<file path="src/apb_pkg.sv">
package apb_pkg;

	// ========================================================================
	// bus widths
	// ========================================================================

	localparam int paddr_w = 16;
	localparam int haddr_w = 32;
	localparam int data_w  = 32;

	// ========================================================================
	// APB request and response
	// ========================================================================

	typedef struct packed {
		logic [paddr_w-1:0] paddr;
		logic               psel;
		logic               penable;
		logic               pwrite;
		logic [data_w-1:0]  pwdata;
	} apb_req_t;

	typedef struct packed {
		logic [data_w-1:0] prdata;
		logic              pready;
		logic              pslverr;
	} apb_rsp_t;

	// bridge sequencing states
	typedef enum logic [2:0] {
		br_idle,
		br_rd_setup,
		br_rd_access,
		br_wr_setup,
		br_wr_access,
		br_err_reply
	} bridge_state_e;

	// AHB htrans encoding
	typedef enum logic [1:0] {
		htrans_idle   = 2'b00,
		htrans_busy   = 2'b01,
		htrans_nonseq = 2'b10,
		htrans_seq    = 2'b11
	} htrans_e;

endpackage

</file>
<file path="src/ahbl_to_apb.sv">
module ahbl_to_apb import apb_pkg::*; (
	input  logic               clk,
	input  logic               rst_n,

	input  logic               ahbls_hready,
	output logic               ahbls_hready_resp,
	output logic               ahbls_hresp,
	input  logic [haddr_w-1:0] ahbls_haddr,
	input  logic               ahbls_hwrite,
	input  logic [1:0]         ahbls_htrans,
	input  logic [2:0]         ahbls_hsize,
	input  logic [2:0]         ahbls_hburst,
	input  logic [3:0]         ahbls_hprot,
	input  logic               ahbls_hmastlock,
	input  logic [data_w-1:0]  ahbls_hwdata,
	output logic [data_w-1:0]  ahbls_hrdata,

	output apb_req_t           apb_req,
	input  apb_rsp_t           apb_rsp
);

	bridge_state_e      state;
	bridge_state_e      state_nxt;
	htrans_e            htrans;
	logic               in_access;
	logic               acc_ok;
	logic               acc_err;
	logic               addr_take;
	logic [paddr_w-1:0] paddr_q;
	logic [data_w-1:0]  pwdata_q;

	assign htrans = htrans_e'(ahbls_htrans);

	assign in_access = (state == br_rd_access) || (state == br_wr_access);
	assign acc_ok    = in_access && apb_rsp.pready && !apb_rsp.pslverr;
	assign acc_err   = in_access && apb_rsp.pready && apb_rsp.pslverr;

	// ========================================================================
	// AHB side
	// ========================================================================

	// first error cycle holds hready low, err_reply releases it
	assign ahbls_hready_resp = (state == br_idle) || (state == br_err_reply) || acc_ok;
	assign ahbls_hresp       = acc_err || (state == br_err_reply);
	assign ahbls_hrdata      = apb_rsp.prdata;

	// size, burst, prot and lock are not decoded, every beat is a full-word single
	assign addr_take = ahbls_hready && ahbls_hready_resp &&
		(htrans == htrans_nonseq || htrans == htrans_seq);

	// ========================================================================
	// APB sequencing
	// ========================================================================

	always_comb begin
		state_nxt = state;
		if (addr_take) begin
			state_nxt = ahbls_hwrite ? br_wr_setup : br_rd_setup;
		end else begin
			case (state)
				br_rd_setup:  state_nxt = br_rd_access;
				br_wr_setup:  state_nxt = br_wr_access;
				br_rd_access,
				br_wr_access: begin
					if (apb_rsp.pready)
						state_nxt = apb_rsp.pslverr ? br_err_reply : br_idle;
				end
				default:      state_nxt = br_idle;
			endcase
		end
	end

	always_ff @(posedge clk or negedge rst_n) begin
		if (!rst_n) begin
			state    <= br_idle;
			paddr_q  <= '0;
			pwdata_q <= '0;
		end else begin
			state <= state_nxt;
			if (addr_take)
				paddr_q <= ahbls_haddr[paddr_w-1:0];
			// hwdata belongs to the data phase, which opens with setup
			if (state == br_wr_setup)
				pwdata_q <= ahbls_hwdata;
		end
	end

	always_comb begin
		apb_req.paddr   = paddr_q;
		apb_req.psel    = (state == br_rd_setup) || (state == br_wr_setup) || in_access;
		apb_req.penable = in_access;
		apb_req.pwrite  = (state == br_wr_setup) || (state == br_wr_access);
		// pass hwdata straight through in setup so pwdata is steady from the start
		apb_req.pwdata  = (state == br_wr_setup) ? ahbls_hwdata : pwdata_q;
	end

endmodule

</file>
<file path="src/apb_splitter.sv">
module apb_splitter import apb_pkg::*; #(
	parameter logic [paddr_w-1:0] slv0_base   = 16'h0000,
	parameter logic [paddr_w-1:0] slv1_base   = 16'h0100,
	parameter int                 region_bits = 8
) (
	input  apb_req_t apb_req,
	output apb_rsp_t apb_rsp,

	output apb_req_t slv0_req,
	input  apb_rsp_t slv0_rsp,

	output apb_req_t slv1_req,
	input  apb_rsp_t slv1_rsp
);

	logic               hit0;
	logic               hit1;
	logic [paddr_w-1:0] offset;

	// ========================================================================
	// address decode
	// ========================================================================

	assign hit0 = apb_req.paddr[paddr_w-1:region_bits] == slv0_base[paddr_w-1:region_bits];
	assign hit1 = apb_req.paddr[paddr_w-1:region_bits] == slv1_base[paddr_w-1:region_bits];

	// slaves only see the offset inside their own region
	assign offset = {{(paddr_w - region_bits){1'b0}}, apb_req.paddr[region_bits-1:0]};

	always_comb begin
		slv0_req       = apb_req;
		slv0_req.paddr = offset;
		slv0_req.psel  = apb_req.psel && hit0;
	end

	always_comb begin
		slv1_req       = apb_req;
		slv1_req.paddr = offset;
		// slave 0 wins if both bases decode the same
		slv1_req.psel  = apb_req.psel && hit1 && !hit0;
	end

	// ========================================================================
	// response mux
	// ========================================================================

	always_comb begin
		if (hit0) begin
			apb_rsp = slv0_rsp;
		end else if (hit1) begin
			apb_rsp = slv1_rsp;
		end else begin
			// hole in the map: finish in the first access cycle with an error
			apb_rsp.prdata  = '0;
			apb_rsp.pready  = 1'b1;
			apb_rsp.pslverr = apb_req.psel && apb_req.penable;
		end
	end

endmodule

</file>
<file path="src/apb_regbank.sv">
module apb_regbank import apb_pkg::*; #(
	parameter int n_regs = 8,
	parameter int n_wait = 0
) (
	input  logic     clk,
	input  logic     rst_n,
	input  apb_req_t apb_req,
	output apb_rsp_t apb_rsp
);

	localparam int idx_w = (n_regs > 1) ? $clog2(n_regs) : 1;
	localparam int cnt_w = (n_wait > 0) ? $clog2(n_wait + 1) : 1;

	logic [data_w-1:0]  regs [n_regs];
	logic [cnt_w-1:0]   wait_cnt;
	logic [paddr_w-3:0] word_idx;
	logic [idx_w-1:0]   reg_sel;
	logic               access;
	logic               done;
	logic               in_range;

	assign access   = apb_req.psel && apb_req.penable;
	assign done     = access && (wait_cnt == cnt_w'(n_wait));

	// word addressed, byte lane bits ignored
	assign word_idx = apb_req.paddr[paddr_w-1:2];
	assign reg_sel  = word_idx[idx_w-1:0];
	assign in_range = word_idx < n_regs;

	// ========================================================================
	// wait states
	// ========================================================================

	always_ff @(posedge clk or negedge rst_n) begin
		if (!rst_n) begin
			wait_cnt <= '0;
		end else if (done) begin
			wait_cnt <= '0;
		end else if (access) begin
			wait_cnt <= wait_cnt + 1'b1;
		end
	end

	// ========================================================================
	// register array
	// ========================================================================

	always_ff @(posedge clk or negedge rst_n) begin
		if (!rst_n) begin
			for (int i = 0; i < n_regs; i++)
				regs[i] <= '0;
		end else if (done && apb_req.pwrite && in_range) begin
			regs[reg_sel] <= apb_req.pwdata;
		end
	end

	always_comb begin
		apb_rsp.pready  = done;
		apb_rsp.pslverr = done && !in_range;
		apb_rsp.prdata  = '0;
		// out-of-range reads return zero along with the error
		if (done && !apb_req.pwrite && in_range)
			apb_rsp.prdata = regs[reg_sel];
	end

endmodule

</file>
<file path="src/apb_subsys_top.sv">
module apb_subsys_top import apb_pkg::*; #(
	parameter logic [paddr_w-1:0] slv0_base   = 16'h0000,
	parameter logic [paddr_w-1:0] slv1_base   = 16'h0100,
	parameter int                 region_bits = 8,
	parameter int                 n_regs0     = 8,
	parameter int                 n_regs1     = 4,
	parameter int                 n_wait0     = 0,
	parameter int                 n_wait1     = 2
) (
	input  logic               clk,
	input  logic               rst_n,

	input  logic               ahbls_hready,
	output logic               ahbls_hready_resp,
	output logic               ahbls_hresp,
	input  logic [haddr_w-1:0] ahbls_haddr,
	input  logic               ahbls_hwrite,
	input  logic [1:0]         ahbls_htrans,
	input  logic [2:0]         ahbls_hsize,
	input  logic [2:0]         ahbls_hburst,
	input  logic [3:0]         ahbls_hprot,
	input  logic               ahbls_hmastlock,
	input  logic [data_w-1:0]  ahbls_hwdata,
	output logic [data_w-1:0]  ahbls_hrdata
);

	apb_req_t apb_req;
	apb_rsp_t apb_rsp;
	apb_req_t slv0_req;
	apb_rsp_t slv0_rsp;
	apb_req_t slv1_req;
	apb_rsp_t slv1_rsp;

	ahbl_to_apb ahbl_to_apb_i (
		.clk               (clk),
		.rst_n             (rst_n),
		.ahbls_hready      (ahbls_hready),
		.ahbls_hready_resp (ahbls_hready_resp),
		.ahbls_hresp       (ahbls_hresp),
		.ahbls_haddr       (ahbls_haddr),
		.ahbls_hwrite      (ahbls_hwrite),
		.ahbls_htrans      (ahbls_htrans),
		.ahbls_hsize       (ahbls_hsize),
		.ahbls_hburst      (ahbls_hburst),
		.ahbls_hprot       (ahbls_hprot),
		.ahbls_hmastlock   (ahbls_hmastlock),
		.ahbls_hwdata      (ahbls_hwdata),
		.ahbls_hrdata      (ahbls_hrdata),
		.apb_req           (apb_req),
		.apb_rsp           (apb_rsp)
	);

	apb_splitter #(
		.slv0_base   (slv0_base),
		.slv1_base   (slv1_base),
		.region_bits (region_bits)
	) apb_splitter_i (
		.apb_req  (apb_req),
		.apb_rsp  (apb_rsp),
		.slv0_req (slv0_req),
		.slv0_rsp (slv0_rsp),
		.slv1_req (slv1_req),
		.slv1_rsp (slv1_rsp)
	);

	// bank 0 answers without wait states, bank 1 is the slow one
	apb_regbank #(
		.n_regs (n_regs0),
		.n_wait (n_wait0)
	) apb_regbank0_i (
		.clk     (clk),
		.rst_n   (rst_n),
		.apb_req (slv0_req),
		.apb_rsp (slv0_rsp)
	);

	apb_regbank #(
		.n_regs (n_regs1),
		.n_wait (n_wait1)
	) apb_regbank1_i (
		.clk     (clk),
		.rst_n   (rst_n),
		.apb_req (slv1_req),
		.apb_rsp (slv1_rsp)
	);

endmodule

</file>
<file path="config.mk">
export PLATFORM = sky130hd
export DESIGN_NAME = apb_subsys_top
export DESIGN_NICKNAME = d
export VERILOG_FILES = /design/src/apb_pkg.sv /design/src/ahbl_to_apb.sv /design/src/apb_splitter.sv /design/src/apb_regbank.sv /design/src/apb_subsys_top.sv
export SDC_FILE = /design/constraint.sdc
export NUM_CORES = 1
export LEC_CHECK = 0
export BUFFER_PORTS_ARGS = -buffer_cell sky130_fd_sc_hd__buf_2
export CAP_MARGIN = 20
export CORE_AREA = 4 4 385 197
export DETAILED_ROUTE_END_ITERATION = 8
export DIE_AREA = 0 0 389 201
export PLACE_DENSITY = 0.53
export RECOVER_POWER = 25
export SYNTH_ARGS = -nofsm -noshare
export SYNTH_HDL_FRONTEND = slang
export SYNTH_HIERARCHICAL = 1
export SYNTH_SLANG_ARGS = --single-unit
</file>
<file path="constraint.sdc">
create_clock -name clk -period 4.76 [get_ports clk]
set_clock_uncertainty 0.2 [all_clocks]
set_input_delay 0.952 -clock clk [delete_from_list [all_inputs] [get_ports clk]]
set_output_delay 0.952 -clock clk [all_outputs]
set_load 0.01 [all_outputs]
</file>
# Yosys cells after proc, flatten, opt, wreduce, memory -nomap -nowiden
# Cells that the tools add are included.
[totals]
n_memories = 0
output_inout_bits = 34
ramBits = 0
word_cells = 107
latch_bits = 0
ff_bits = 438
input_bits = 81
mem_bits_ro = 0
[classes]
muxes = 26
n_lt_le_gt_ge = 6
eq_ne = 10
n_mul = 0
add_sub_neg = 2
shifts = 0
reduce_logical = 43
div = 0
bitwise = 3
[op_table]
columns = ["cell", "n"]
rows = [
  ["2-to-1 mux 32 bit", 9],
  ["bitwise mux 256 bit", 1],
  ["bitwise mux 128 bit", 1],
  ["binary-select mux 32 bit (select 3 bit)", 1],
  ["demux 32 bit (select 3 bit)", 1],
  ["2-to-1 mux 34 bit", 2],
  ["binary-select mux 32 bit (select 2 bit)", 1],
  ["demux 32 bit (select 2 bit)", 1],
  ["logical AND 1 bit", 25],
  ["2-to-1 mux 3 bit", 3],
  ["one-hot mux 3 bit (3 select lines)", 1],
  ["== test 8 x 1 -> 1 bit, second input constant", 1],
  ["logical NOT 8 bit", 1],
  ["logical OR 1 bit", 8],
  ["== test 2 bit, second input constant", 3],
  ["== test 3 x 2 -> 1 bit, second input constant", 2],
  ["== test 3 bit, second input constant", 2],
  ["less-than comparator 6 x 3 -> 1 bit, second input constant", 1],
  ["less-than comparator 6 x 4 -> 1 bit, second input constant", 1],
  ["2-to-1 mux 2 bit", 3],
  ["logical NOT 1 bit", 5],
  ["greater-or-equal comparator 4 bit, second input constant", 1],
  ["less-than comparator 4 x 1 -> 1 bit, second input constant", 1],
  ["inverter 3 -> 4 bit", 1],
  ["other kinds (12)", 14],
]

# Logic depth before layout (Yosys ltp)
# Gate-level depths: netlist of the first run.
[depth]
depth_word = 18
depth_mapped = 16
depth_no_buf = 12

# Modules after synthesis
# The synthesis of the first run kept the hierarchy.
[modules_own_cells]
columns = ["module", "cells_each", "area_per_inst_um2", "n_inst"]
rows = [
  ["apb_regbank (apb_regbank0_i)", 768, 11875.1, 1],
  ["apb_regbank (apb_regbank1_i)", 370, 6082.1, 1],
  ["ahbl_to_apb", 160, 2284.7, 1],
  ["apb_splitter", 182, 1360.1, 1],
]

# Least setup slack after synthesis of the first run
# OpenSTA, ideal clock, no wires.
[synth_timing]
path_kind = "register to output"
start = "reg ahbl_to_apb_i.state[0]"
end = "out ahbls_hrdata[20]"
setup_slack_ns = 0.829
path_buffers = 5
arrival_ns = 2.779
required_time_ns = 3.608
path_stages_with_launch = 13
cell_sequence = "dfrtp_1 -> nor2b_1 -> nand2_1 -> clkbuf_1 -> a21bo_2 -> buf_4 -> or4_1 -> buf_2 -> buf_6 -> nor4_2 -> mux2i_1 -> nor2_2 -> buf_4"
[synth_rtl]
columns = ["element", "line", "rtl"]
rows = [
  ["start, declared", "ahbl_to_apb.sv:22", "bridge_state_e state;"],
  ["start signal, assigned", "ahbl_to_apb.sv:75", "state <= br_idle;"],
  ["start signal, assigned", "ahbl_to_apb.sv:79", "state <= state_nxt;"],
  ["end, declared", "apb_subsys_top.sv:24", "output logic [data_w-1:0] ahbls_hrdata"],
]

==> results.sh, run 1 <==
export IMPL_critPathTopFamily="simple AND/OR/NAND/NOR gates"
export IMPL_crit_end="ahbls_hrdata[11]"
export IMPL_coreArea_mm2=0.0724
export IMPL_hold_violations=0
export IMPL_worst_path_stages=11
export IMPL_antenna_found_initial=0
export IMPL_htreeDepth=2
export IMPL_worst_pin_slew_ns=3.13
export IMPL_antenna_cells=0
export IMPL_grt_start_max_net_pins=111
export IMPL_dieWidth_um=389
export IMPL_fin_cells=2436
export IMPL_die_h_um=201
export IMPL_placed_cells=2364
export IMPL_hpwl_um=33400
export IMPL_vdd_drop_max_uv=217
export IMPL_clockBufferDepth=3
export IMPL_dr_pass1_iters=7
export IMPL_cpMostUsedCell="nor4_4"
export IMPL_finalCritPeriodShare_pct=96.2
export IMPL_drive_above_1_share_pct=48.4
export IMPL_fmax_mhz=218
export IMPL_r2r_start="ahbl_to_apb_i/state[0]$_DFFE_PN0P_"
export IMPL_critical_path_slowest_cell="or4_4"
export IMPL_worstPathArrival_ns=3.43
export IMPL_root_buffer="clkbuf_16"
export IMPL_hold_slack_ns=0.288
export IMPL_slew_headroom_pct=-108
export IMPL_grt_ovfl_total=0
export IMPL_yosys_warnings=6
export IMPL_rows=70
export IMPL_cts_buffers=41
export IMPL_worstReg2RegEnd="apb_regbank0_i/regs[14]$_DFFE_PN0P_"
export IMPL_startpoint="ahbl_to_apb_i/paddr_q[14]$_DFFE_PN0P_"
export IMPL_area_delta_synth_final_pct=8.75
export IMPL_crit_path_end_kind="output pin"
export IMPL_synth_cells=1472
export IMPL_drt_iter0_markers=789
export IMPL_die_area_mm2=0.0782
export IMPL_fin_area_mm2=0.0234
export IMPL_finalSetupTns_ns=0
export IMPL_slew_viol_final=108
export IMPL_path_clk_slew_ns=0.07
export IMPL_rr_worst_depth=7
export IMPL_critPathMaxFanout=7
export IMPL_hp_class="register to register"
export IMPL_via_count=11900
export IMPL_worstSetupStartpointType="register"
export IMPL_period_minus_slack_ns=4.58
export IMPL_leakagePower_uw=0.0110
export IMPL_criticalPathCategory="register to output pin"
export IMPL_clk_latency_ns=0.56
export IMPL_clkSinkCount=436
export IMPL_place_area_mm2=0.0220
export IMPL_crit_required_ns=3.61
export IMPL_reg2reg_setup_slack_ns=1.14
export IMPL_portBuffers=84
export IMPL_routed_wl_um=55900
export IMPL_drt_antenna_violating_nets=0
export IMPL_avgViaCountPerCell=4.89
export IMPL_outcome="finished, violations left"
export IMPL_rsz0062_at_grt="yes"
export IMPL_crit_chain="nor4_4, nand2_4, nor3b_4, nand2_2, or4_4, buf_12, buf_4, nor4_4, mux2i_1, nor2_1, buf_2"
export IMPL_path_buf_inv=3
export IMPL_nNetsFinal=1520
export IMPL_remaining_drc_errors=0
export IMPL_max_stage_delay_ns=0.64
export IMPL_pin_count=115
export IMPL_grt_pass1_wl_um=85700
export IMPL_fillers=7078
export IMPL_gp_congestion=0.725
export IMPL_initial_core_util_pct=29.7
export IMPL_powerDensity_mw_per_mm2=412
export IMPL_grt_pass1_vias=12900
export IMPL_track_usage_pct=14.3
export IMPL_tritoncts="done"
export IMPL_setup_viol_count_final=0
export IMPL_routedWlPerCell_um=23.0
export IMPL_syn_avg_cell_area_um2=14.6
export IMPL_netlist_area_mm2=0.0215
export IMPL_violations="max-capacitance violations, max-slew violations"
export IMPL_maxCapViolations=1
cell usage in the layout, fill, tap and decap left out, types with 2 or more instances in the layout:
master and count:
dfrtp_2 3, bufinv_16 3, mux2_4 128, a31oi_1 3, dfrtp_1 433, buf_2 83, nand2_2 2, inv_1 10
clkbuf_1 12, nand3b_1 4, nand3_1 4, mux2_2 286, and2_1 2, nand2_1 8, buf_12 12, mux2_1 16
nor2b_1 34, mux2i_1 35, o21ai_0 3, o22ai_1 64, mux4_2 32, nor2_2 2, nor3_2 2, buf_4 36
o22a_1 31, clkbuf_8 3, nor2_4 2, conb_1 16, nor4_4 12, clkbuf_2 2, or3b_1 3, nor4_2 25
clkbuf_16 43, clkinv_2 7, nor2_8 8, o221ai_1 31, nor2_1 35
worst min-delay path by stage:
stage,startpoint,end,slack (ns),cells past startpoint
6_report,apb_regbank0_i/regs[114]$_DFFE_PN0P_,apb_regbank0_i/regs[114]$_DFFE_PN0P_,0.29,1
5_1_grt,apb_regbank0_i/regs[79]$_DFFE_PN0P_,apb_regbank0_i/regs[79]$_DFFE_PN0P_,0.30,1
4_1_cts,rst_n,apb_regbank0_i/regs[131]$_DFFE_PN0P_,0.28,1
3_5_place_dp,apb_regbank0_i/regs[114]$_DFFE_PN0P_,apb_regbank0_i/regs[114]$_DFFE_PN0P_,0.28,1
3_3_place_gp,apb_regbank0_i/regs[242]$_DFFE_PN0P_,apb_regbank0_i/regs[242]$_DFFE_PN0P_,0.27,1
2_1_floorplan,apb_regbank0_i/regs[111]$_DFFE_PN0P_,apb_regbank0_i/regs[111]$_DFFE_PN0P_,0.26,1
through the flow:
step | power [uW] | util [%] | setup slack (ns)
3_3_place_gp | 6320 | 30.4 | 0.421
2_1_floorplan | 5990 | - | 0.829
5_1_grt | 10100 | 32.3 | -0.0206
3_5_place_dp | 6370 | 30.4 | 0.423
4_1_cts | 9700 | 32.1 | 0.0933
6_report | 9640 | 32.3 | 0.179
worst reg2reg max path, stage by stage (launching register included):
cell     delay [ns]
dfrtp_1        0.46
nor2b_1        0.31
nand2_2        0.09
a21bo_2        0.28
and4b_1        0.31
nand4_4        0.49
nor2_8         0.94
mux2_2         0.43
sequential cells by signal, indices dropped and copies added, names as in the netlist:
signal                   cells
ahbl_to_apb_i/paddr_q       14
ahbl_to_apb_i/pwdata_q      32
ahbl_to_apb_i/state          3
apb_regbank0_i/regs        256
apb_regbank0_i/wait_cnt      1
apb_regbank1_i/regs        128
apb_regbank1_i/wait_cnt      2
per-layer routing:
metal / part of all wire [%] / track usage (%) / up-vias
met3: 4.1 / 2.76 / 61
met2: 43 / 20.7 / 221
met4: 1.5 / 2.66 / 0
li1: - / - / 5198
met1: 52 / 22.1 / 6423
met5: 0 / 0 / -
report_power, final:
| group | internal, uW | total, uW | switching (uW) |
|---|---|---|---|
| logic | 756 | 2270 | 1520 |
| clock network | 1860 | 3300 | 1440 |
| registers | 3890 | 4060 | 169 |
cell type report:
class	count	area, um^2	share of cell area, %
clock inverters	11	134	0.573
inverters	10	37.5	0.161
well taps	972	1220	5.20
flip-flops and latches	436	10900	46.7
repair buffers	134	940	4.02
multi-input cells	816	8980	38.4
clock buffers	57	1160	4.96
repair_timing:
item | CTS | global route
buffers inserted | 0 | 4
hold endpoints to repair | 0 | 0
gates resized for setup | 1 | 15
pin swaps | 0 | 8
hold buffers | 0 | 0
setup endpoints to repair | 28 | 18
Power figures use the tool's default switching activity.
==> run 2, diff against run 1 <==
Settings changed: ABC_AREA from default to 1, CORE_AREA 4 4 385 197 to 4 4 393 201, DIE_AREA 0 0 389 201 to 0 0 397 205.
==> results.sh, run 2 <==
export IMPL_grt_busiest_layer="met2"
export IMPL_path_clk_slew_ns=0.06
export IMPL_combPwrFrac_pct=34.0
export IMPL_reg_top3="apb_regbank0_i/regs x256, apb_regbank1_i/regs x128, ahbl_to_apb_i/pwdata_q x32"
export IMPL_global_route_usage_met2_pct=27.3
export IMPL_setup_viol_count_final=0
export IMPL_antenna_found_initial=0
export IMPL_worstSetupStartpointType="register"
export IMPL_syn_avg_cell_area_um2=7.39
export IMPL_crit_path_end_kind="output pin"
export IMPL_worst_pin_slew_ns=2.31
export IMPL_leakagePower_uw=0.0131
export IMPL_clock_power_share_pct=31.6
export IMPL_grt_pass1_vias=18200
export IMPL_root_buffer="clkbuf_16"
export IMPL_critPathMaxFanout=32
export IMPL_crit_required_ns=3.61
export IMPL_rsz0062_at_grt="no"
export IMPL_period_minus_slack_ns=4.28
export IMPL_grt_util_met3_pct=2.28
export IMPL_pin_count=115
export IMPL_die_h_um=205
export IMPL_antenna_cells=0
export IMPL_track_usage_pct=17.0
export IMPL_htreeDepth=2
export IMPL_routed_wl_um=69000
export IMPL_slew_headroom_pct=-54.3
export IMPL_maxCapViolations=2
export IMPL_netlist_area_mm2=0.0224
export IMPL_finalSetupTns_ns=0
export IMPL_slew_viol_final=144
export IMPL_place_ws_ns=1.06
export IMPL_fmax_mhz=234
export IMPL_criticalPathCategory="register to output pin"
export IMPL_drt_antenna_violating_nets=0
export IMPL_final_common_cell="nand2_1"
export IMPL_area_delta_synth_final_pct=7.97
export IMPL_coreArea_mm2=0.0751
export IMPL_tritoncts="done"
export IMPL_gp_congestion=0.785
export IMPL_largest_reg_flops=256
export IMPL_synth_cells=3035
export IMPL_rows=71
export IMPL_nNetsFinal=2988
export IMPL_via_count=18700
export IMPL_grt_ovfl_total=0
export IMPL_grt_met1_usage_pct=24.5
export IMPL_cts_hold_fix_buffers=0
export IMPL_regMostFlops="apb_regbank0_i/regs"
export IMPL_power_frac_seq_pct=34.4
export IMPL_hp_class="register to register"
export IMPL_yosys_warnings=6
export IMPL_grt_start_max_net_pins=80
export IMPL_drive_above_1_share_pct=9.83
export IMPL_violations="max-capacitance violations, max-slew violations"
export IMPL_dieWidth_um=397
export IMPL_remaining_drc_errors=0
export IMPL_critical_path_slowest_cell="dfrtp_1"
export IMPL_final_util_pct=32.3
export IMPL_p_int_uw=7070
export IMPL_grt_pass1_wl_um=109000
export IMPL_clkSinkCount=436
export IMPL_p_sw_share_pct=40.5
export IMPL_fin_area_mm2=0.0242
export IMPL_crit_chain="nor2_1, nand2_1, nand2_2, inv_1, o21ai_0, inv_1, nor2_1, nand2_1, nor2_2, nand4_1, buf_4, a21oi_1, nand2_1, nand2_1, buf_2"
export IMPL_finalCritPeriodShare_pct=89.8
export IMPL_routedWlPerCell_um=17.4
export IMPL_initial_core_util_pct=29.9
export IMPL_avgViaCountPerCell=4.72
export IMPL_hold_violations=0
export IMPL_cts_resized=0
export IMPL_dr_pass1_iters=8
export IMPL_drt_iter0_markers=1807
export IMPL_clockBufferDepth=3
export IMPL_hpwl_um=40500
export IMPL_cpMostUsedCell="nand2_1"
export IMPL_outcome="finished, violations left"
export IMPL_die_area_mm2=0.0814
export IMPL_vdd_drop_max_uv=255
export IMPL_reg2reg_setup_slack_ns=1.38
export IMPL_post_cts_buffers=0
export IMPL_place_area_mm2=0.0227
export IMPL_powerDensity_mw_per_mm2=490
export IMPL_cts_buffers=46
export IMPL_most_common_layout_cells="nand2_1 (1464), dfrtp_1 (434), nor2_1 (300), nand3_1 (151), o21ai_0 (128)"
export IMPL_clk_latency_ns=0.59
export IMPL_portBuffers=84
export IMPL_p_sw_uw=4810
export IMPL_fin_ws_ns=0.484
export IMPL_max_stage_delay_ns=0.42
export IMPL_worstPathArrival_ns=3.12
[run 2: routing by layer]
metal,vias to the layer above,part of all wire (%)
met2,519,45
met1,9109,48
li1,8996,-
met5,-,0
met4,0,1.5
met3,76,5.4
[run 2: final timing paths]
kind / endpoint / startpoint / depth (start not counted)
max: ahbls_hrdata[9] / ahbl_to_apb_i/state[1]$_DFFE_PN0P_ / 15
min: ahbl_to_apb_i/paddr_q[15]$_DFFE_PN0P_ / ahbl_to_apb_i/paddr_q[15]$_DFFE_PN0P_ / 2
max reg2reg: apb_regbank0_i/regs[24]$_DFFE_PN0P_ / ahbl_to_apb_i/state[1]$_DFFE_PN0P_ / 14
min reg2reg: ahbl_to_apb_i/paddr_q[15]$_DFFE_PN0P_ / ahbl_to_apb_i/paddr_q[15]$_DFFE_PN0P_ / 2
max in group asynchronous: apb_regbank0_i/regs[243]$_DFFE_PN0P_ / rst_n / 2
min in group asynchronous: apb_regbank0_i/regs[64]$_DFFE_PN0P_ / rst_n / 1
[run 2: area by class of cell]
class                           count  area (um^2)
Clock buffer                       66         1360
Clock inverter                     15          179
Fill cell                        8016        50900
Inverter                           45          171
Multi-Input combinational cell   2230         9290
Sequential cell                   436        10900
Tap cell                         1022         1280
Timing Repair Buffer              148         1030
[run 2: per-stage QoR]
stage / std cells / total power, uW / hold WS (ns)
6_report: 3962 / 11900 / 0.277
5_1_grt: 3962 / 12600 / 0.295
4_1_cts: 3962 / 12000 / 0.192
3_5_place_dp: 3881 / 8190 / 0.266
3_3_place_gp: 3881 / 8190 / 0.261
2_1_floorplan: 3050 / 7310 / 0.242
[run 2: power by group through the flow]
stage          combinational (uW)  clock [uW]  sequential, uW
4_1_cts                      4050        3820            4090
6_report                     4040        3750            4090
2_1_floorplan                3260           0            4050
3_3_place_gp                 4040           0            4150
5_1_grt                      4470        3980            4110
3_5_place_dp                 4040           0            4160
[run 2: worst max-delay path: cells and delay by family (launching register included)]
family / cells / cell delay (ns)
and+or+nand+nor: 9 / 1.14
buffers and inverters: 4 / 0.63
DFF: 1 / 0.42
AOI/OAI and AO/OA: 2 / 0.32
